## config.mk

```make
export PLATFORM = sky130hd
export DESIGN_NAME = nodeTop
export DESIGN_NICKNAME = d
export VERILOG_FILES = /design/src/ctrlPkg.sv /design/src/nodePkg.sv /design/src/nodeTop.sv /design/src/intSequencer.sv /design/src/tickGen.sv /design/src/respMerge.sv /design/src/respFifo.sv
export SDC_FILE = /design/constraint.sdc
export NUM_CORES = 2
export LEC_CHECK = 0
export BUFFER_PORTS_ARGS = -buffer_cell sky130_fd_sc_hd__buf_2
export CORE_MARGIN = 10
export CORE_UTILIZATION = 50
export DETAILED_ROUTE_END_ITERATION = 6
export PLACE_DENSITY = 0.66
export SLEW_MARGIN = 0
export SYNTH_ARGS = -nofsm -noshare
export SYNTH_HDL_FRONTEND = slang
export SYNTH_SLANG_ARGS = --single-unit
```

## constraint.sdc

```tcl
create_clock -name EXTCLK -period 11.4 [get_ports EXTCLK]
set_input_delay 1.14 -clock EXTCLK [delete_from_list [all_inputs] [get_ports EXTCLK]]
set_output_delay 1.14 -clock EXTCLK [all_outputs]
set_load 0.05 [all_outputs]
```

## src/ctrlPkg.sv

```systemverilog
package ctrlPkg;

// ========================================
// time tick
// ========================================

// clock cycles between stream controller ticks
localparam int TickScale = 20;

// ========================================
// external interrupt sequencer
// ========================================

// idle, core being stopped, message request issued
typedef enum logic [1:0]
{
	intIdle,
	intPending,
	intRequested
} intState;

endpackage

```

## src/nodePkg.sv

```systemverilog
package nodePkg;

// ========================================
// response word geometry
// ========================================

// returned data word
localparam int DataWidth = 64;

// transaction tag from the requester
localparam int TagWidth = 8;

// size code of the returned word
localparam int SizeWidth = 3;

// ========================================
// response FIFO geometry
// ========================================

localparam int FifoDepth = 16;
localparam int FifoAddrWidth = 4;

// size sits in the top bits and data in the bottom bits
typedef struct packed
{
	logic [SizeWidth-1:0] size;
	logic [TagWidth-1:0] tag;
	logic [DataWidth-1:0] data;
} respWord;

endpackage
```

## src/nodeTop.sv

```systemverilog
`timescale 1ns/1ps

module nodeTop import nodePkg::*;
(
	input logic EXTCLK,
	input logic reset,
	// stream controller write port
	input logic streamWrite,
	input respWord streamWord,
	output logic streamFull,
	// network controller write port
	input logic netWrite,
	input respWord netWord,
	output logic netFull,
	// local memory return
	input logic localValid,
	input respWord localWord,
	output logic localRead,
	// core data channel
	output logic coreValid,
	output respWord coreWord,
	// time tick for the stream controller
	output logic tick,
	// external interrupt
	input logic intReq,
	input logic intEnable,
	input logic intAck,
	input logic coreEmpty,
	input logic msgBreak,
	output logic coreStop,
	output logic msgReq
);

	logic netEmpty;
	logic netPop;
	respWord netHead;
	logic streamEmpty;
	logic streamPop;
	respWord streamHead;

	// ========================================
	// response datapath
	// ========================================

	respFifo netFifo
	(
		.EXTCLK(EXTCLK),
		.reset(reset),
		.write(netWrite),
		.writeWord(netWord),
		.pop(netPop),
		.headWord(netHead),
		.empty(netEmpty),
		.full(netFull)
	);

	respFifo streamFifo
	(
		.EXTCLK(EXTCLK),
		.reset(reset),
		.write(streamWrite),
		.writeWord(streamWord),
		.pop(streamPop),
		.headWord(streamHead),
		.empty(streamEmpty),
		.full(streamFull)
	);

	respMerge merge
	(
		.EXTCLK(EXTCLK),
		.reset(reset),
		.netEmpty(netEmpty),
		.netHead(netHead),
		.netPop(netPop),
		.streamEmpty(streamEmpty),
		.streamHead(streamHead),
		.streamPop(streamPop),
		.localValid(localValid),
		.localWord(localWord),
		.localRead(localRead),
		.coreValid(coreValid),
		.coreWord(coreWord)
	);

	// ========================================
	// control
	// ========================================

	tickGen ticker
	(
		.EXTCLK(EXTCLK),
		.reset(reset),
		.tick(tick)
	);

	intSequencer intSeq
	(
		.EXTCLK(EXTCLK),
		.reset(reset),
		.intReq(intReq),
		.intEnable(intEnable),
		.intAck(intAck),
		.coreEmpty(coreEmpty),
		.msgBreak(msgBreak),
		.coreStop(coreStop),
		.msgReq(msgReq)
	);

endmodule

```

## src/intSequencer.sv

```systemverilog
`timescale 1ns/1ps

module intSequencer import ctrlPkg::*;
(
	input logic EXTCLK,
	input logic reset,
	input logic intReq,
	input logic intEnable,
	input logic intAck,
	input logic coreEmpty,
	input logic msgBreak,
	output logic coreStop,
	output logic msgReq
);

	intState state;
	intState nextState;
	logic drained;

	// core idle and not parked on a message breakpoint
	assign drained = coreEmpty & ~msgBreak;

	always_comb
	begin
		nextState = state;
		case (state)
			intIdle:
				if (intReq)
					nextState = intPending;
			intPending:
				if (intAck)
					nextState = intIdle;
				else if (drained)
					nextState = intRequested;
			intRequested:
				if (intAck)
					nextState = intIdle;
			default:
				nextState = intIdle;
		endcase
		// disabled interrupts drop everything
		if (!intEnable)
			nextState = intIdle;
	end

	always_ff @(posedge EXTCLK)
	begin
		if (reset)
		begin
			state <= intIdle;
			msgReq <= 1'b0;
		end
		else
		begin
			state <= nextState;
			// single pulse on entry to intRequested
			msgReq <= (state == intPending) && (nextState == intRequested);
		end
	end

	// hold the core while the interrupt is outstanding
	assign coreStop = (state != intIdle);

endmodule

```

## src/tickGen.sv

```systemverilog
`timescale 1ns/1ps

module tickGen import ctrlPkg::*;
(
	input logic EXTCLK,
	input logic reset,
	output logic tick
);

	logic [$clog2(TickScale)-1:0] tickCnt;
	logic lastCount;

	// final count of the interval
	assign lastCount = (int'(tickCnt) == TickScale - 1);

	// interval counter for the stream controller
	always_ff @(posedge EXTCLK)
	begin
		if (reset)
		begin
			tickCnt <= '0;
			tick <= 1'b0;
		end
		else
		begin
			// restart together with the tick
			if (lastCount)
				tickCnt <= '0;
			else
				tickCnt <= tickCnt + 1'b1;
			tick <= lastCount;
		end
	end

endmodule

```

## src/respMerge.sv

```systemverilog
`timescale 1ns/1ps

module respMerge import nodePkg::*;
(
	input logic EXTCLK,
	input logic reset,
	// network source, highest priority
	input logic netEmpty,
	input respWord netHead,
	output logic netPop,
	// stream source
	input logic streamEmpty,
	input respWord streamHead,
	output logic streamPop,
	// local memory source, lowest priority
	input logic localValid,
	input respWord localWord,
	output logic localRead,
	// core data channel
	output logic coreValid,
	output respWord coreWord
);

	logic takeNet;
	logic takeStream;
	logic takeLocal;
	logic takeAny;
	respWord selWord;

	// fixed priority select
	always_comb
	begin
		takeNet = ~netEmpty;
		takeStream = netEmpty & ~streamEmpty;
		takeLocal = netEmpty & streamEmpty & localValid;
		takeAny = takeNet | takeStream | takeLocal;
	end

	// pop the chosen source in the same cycle
	assign netPop = takeNet;
	assign streamPop = takeStream;
	assign localRead = takeLocal;

	always_comb
	begin
		if (takeNet)
			selWord = netHead;
		else if (takeStream)
			selWord = streamHead;
		else
			selWord = localWord;
	end

	// one register stage towards the core without stall
	always_ff @(posedge EXTCLK)
	begin
		if (reset)
			coreValid <= 1'b0;
		else
			coreValid <= takeAny;
	end

	always_ff @(posedge EXTCLK)
	begin
		if (takeAny)
			coreWord <= selWord;
	end

endmodule

```

## src/respFifo.sv

```systemverilog
`timescale 1ns/1ps

module respFifo import nodePkg::*;
(
	input logic EXTCLK,
	input logic reset,
	input logic write,
	input respWord writeWord,
	input logic pop,
	output respWord headWord,
	output logic empty,
	output logic full
);

	respWord mem [FifoDepth];
	logic [FifoAddrWidth-1:0] wrPtr;
	logic [FifoAddrWidth-1:0] rdPtr;
	logic [FifoAddrWidth:0] count;
	logic doWrite;
	logic doPop;

	// writes while full and pops while empty are dropped
	assign doWrite = write & ~full;
	assign doPop = pop & ~empty;

	// show-ahead output of the oldest entry
	assign headWord = mem[rdPtr];
	assign empty = (count == '0);
	assign full = (count == (FifoAddrWidth + 1)'(FifoDepth));

	// storage array
	always_ff @(posedge EXTCLK)
	begin
		if (doWrite)
			mem[wrPtr] <= writeWord;
	end

	// pointers wrap naturally since depth is a power of two
	always_ff @(posedge EXTCLK)
	begin
		if (reset)
		begin
			wrPtr <= '0;
			rdPtr <= '0;
			count <= '0;
		end
		else
		begin
			if (doWrite)
				wrPtr <= wrPtr + 1'b1;
			if (doPop)
				rdPtr <= rdPtr + 1'b1;
			case ({doWrite, doPop})
				2'b10: count <= count + 1'b1;
				2'b01: count <= count - 1'b1;
				default: count <= count;
			endcase
		end
	end

endmodule

```

==> impl_metrics.csv <==
group,metric,value,unit
run_status,status,"finished, final reports clean",
layout,drive_gt1_share,26.8,%
clocking,numCtsBuffers,241,
yosys,synth-compound-area-share,3.31,%
hold_path,min_to,"intSeq.state[1]$_SDFF_PP0_",
run,maxCapViolCount,0,
hold_path,whs_path_depth,2,
placed_design,gp_congestion,0.848,
global_routing,grt_pass1_vias,48300,
global_routing,grt.overflow.total,0,
clocking,clkSlewWorstSetupHoldPaths,0.07,ns
yosys,ys.flop_type,"edfxtp_1",
clocking,clockBufferDepth,3,
detailed_routing,firstDrtPassIters,5,
yosys,syn_nets,4866,
yosys,yosys.area_share.adder,0.253,%
die,die_x,460,µm
critical_path,crit_required,12.01,ns
clocking,htreeDepth,4,
yosys,synth_top_family_by_area,"multiplexers",
power,ir_drop,220,µV
die,dieArea,212000,µm²
clocking,cts_resized,0,
clocking,postCtsSetupBuffers,0,
detailed_routing,drt_wl_total,248000,µm
die,ios,317,
sta,max_slew_margin,17.3,%
hold_path,hp-start,"intAck",
layout,areaGrowthSynthToFinish,13.1,%
clocking,clock-sinks,2519,
critical_path,crit_path_end_kind,"flip-flop",
die,dieHeight,460,µm
global_routing,antenna_found_initial,97,
sta,fmax,0.222,GHz
sta,setup-violations-final,0,
yosys,synth.largest_area_cell,"edfxtp_1",
layout,nets,5266,
yosys,synth-simple-area-share,1.95,%
layout,final_common_cell,"edfxtp_1",
yosys,synth_top_area_share,76.7,%
detailed_routing,postRouteAntennaNets,0,
placed_design,dp_cells,7295,
sta,rsz0062_at_grt,"false",
yosys,synth.area.mux_share,15.4,%
yosys,synth_seq_cells,2519,
yosys,synth_edf_count,2475,
yosys,synth_cells,4612,
critical_path,worstPathArrival,5.13,ns
critical_path,r2r_end,"merge.coreWord[21]$_DFFE_PP_",
clocking,cts_root_buf,"clkbuf_16",
detailed_routing,vias,48400,
sta,finalSetupTns,0,ns
detailed_routing,drc,0,
global_routing,track_usage,23.0,%
yosys,synthArstFlopShare,0,%
yosys,syn_area,96900,µm²
yosys,synthTopCellsByArea,"edfxtp_1, mux4_2, mux2i_1",
sta,report.final.slew_viol_count,0,
clocking,cts_hold_buf,0,
sta,tightestPinTransition,1.24,ns
die,num_rows,161,
sta,hold_viol_final,0,
global_routing,grt_pass1_wl,353000,µm
sta,fin_crit,4.51,ns
yosys,synthXorXnorAreaFrac,0.172,%
critical_path,ff2ff_setup_slack,6.89,ns
critical_path,critPathMaxFanout,99,
detailed_routing,drt_iter0_markers,5667,
layout,instances_no_fill,7785,
yosys,ys_types,54,
sta,post-route-period-util,39.6,%
layout,final-seq-area,75200,µm²
critical_path,timing.reg2reg.worst_path_depth,7,
yosys,ys_seq_area_share,77.6,%
die,core,193000,µm²
sta,finClkSkew,0.0465,ns
critical_path,worstSetupStartpointType,"flip-flop",
critical_path,critPathKind,"flip-flop to flip-flop",
die,start_util,50.3,%
hold_path,hp-class,"primary input to flip-flop",
clocking,clk_latency,0.87,ns
layout,multi_input_area,20700,µm²
power,power_density,232,nW/µm²
placed_design,portBuffers,316,
sta,whs,0.455,ns
power,leakagePower,34.5,nW
clocking,cts_tree,"done",
placed_design,dp_hpwl,140000,µm
placed_design,placed_cell_area,102000,µm²
layout,stdcell_area,110000,µm²
global_routing,grt_start_max_net_pins,126,
detailed_routing,post_drt_wl_per_cell,31.9,µm
yosys,avgSynthCellArea,21.0,µm²
layout,nFillCells,14200,
detailed_routing,viasPerCell,6.22,
yosys,yosys_warnings,0,
layout,layout_common_cells,"edfxtp_1, mux4_2, mux2i_1",
[synthesized netlist by cell type, types with 53 or more instances]
| cell | n |
|---|---|
| clkbuf_1 | 108 |
| or3_1 | 54 |
| nand2_1 | 182 |
| a21oi_1 | 65 |
| nor2_1 | 135 |
| o22ai_1 | 53 |
| mux4_2 | 452 |
| buf_2 | 99 |
| a221o_1 | 124 |
| mux2i_1 | 332 |
| mux2_2 | 123 |
| a22oi_1 | 53 |
| edfxtp_1 | 2475 |
[worst max-delay path, stage by stage, from the launching register on]
cell and delay (ns):
dfxtp_4 0.80, buf_12 0.64, buf_12 0.63, mux4_2 0.61
mux2i_1 0.15, nor2_1 0.06, a221o_1 0.60, or3_1 0.43
[through the flow]
| stage | util, % | setup slack [ns] | power, mW |
|---|---|---|---|
| after global placement | 52.8 | 6.73 | 17.6 |
| after global routing | 56.9 | 6.69 | 26.3 |
| after CTS | 56.9 | 6.96 | 25.5 |
| final | 56.9 | 6.89 | 25.4 |
| after floorplan | - | 3.89 | 15.3 |
| after detailed placement | 52.8 | 6.69 | 17.6 |
[flip-flops by register name, indices dropped and copies added, names as in the netlist, 5 cells and up, named ones only]
register          count
streamFifo.mem     1200
ticker.tickCnt        5
netFifo.mem        1200
streamFifo.count      5
merge.coreWord       75
netFifo.count         5
[metal layers]
metal | vias up | wire (µm) | GRT usage (%)
li1 | 20100 | - | -
met3 | 461 | 20300 | 4.71
met2 | 2069 | 119000 | 36.7
met4 | 50 | 8340 | 7.62
met1 | 25800 | 99800 | 32.0
met5 | - | 311 | 0
[cell type report]
cell class | instances | area share [%]
Antenna cell | 36 | 0.0821
Clock buffer | 289 | 5.76
Clock inverter | 165 | 1.48
Inverter | 36 | 0.126
Multi-Input combinational cell | 1796 | 18.8
Sequential cell | 2519 | 68.6
Tap cell | 2526 | 2.88
Timing Repair Buffer | 418 | 2.23
[how the worst max path moves through the flow]
stage,endpoint,startpoint,slack [ns]
6_report,merge.coreWord[21]$_DFFE_PP_,flip-flop,6.89
5_1_grt,merge.coreWord[21]$_DFFE_PP_,flip-flop,6.69
3_5_place_dp,netFifo.mem[10][73]$_DFFE_PP_,netWrite,6.69
2_1_floorplan,netFifo.mem[3][0]$_DFFE_PP_,netWrite,3.89
3_3_place_gp,netFifo.mem[10][10]$_DFFE_PP_,netWrite,6.73
4_1_cts,merge.coreWord[21]$_DFFE_PP_,flip-flop,6.96
[power breakdown]
group	total (mW)	internal (mW)	switching [mW]
combinational	6.39	2.28	4.11
clock	7.98	4.57	3.41
sequential	11.1	10.7	0.331
[kinds of logic after synthesis]
family | count (synthesis)
buffers and inverters | 297
AO/OA/AOI/OAI | 424
XOR/XNOR | 19
flip-flops | 2519
AND/OR/NAND/NOR | 427
multiplexers | 907
adder cells (fa/ha/maj) | 19
No activity file was read; power rests on OpenSTA's default activity.
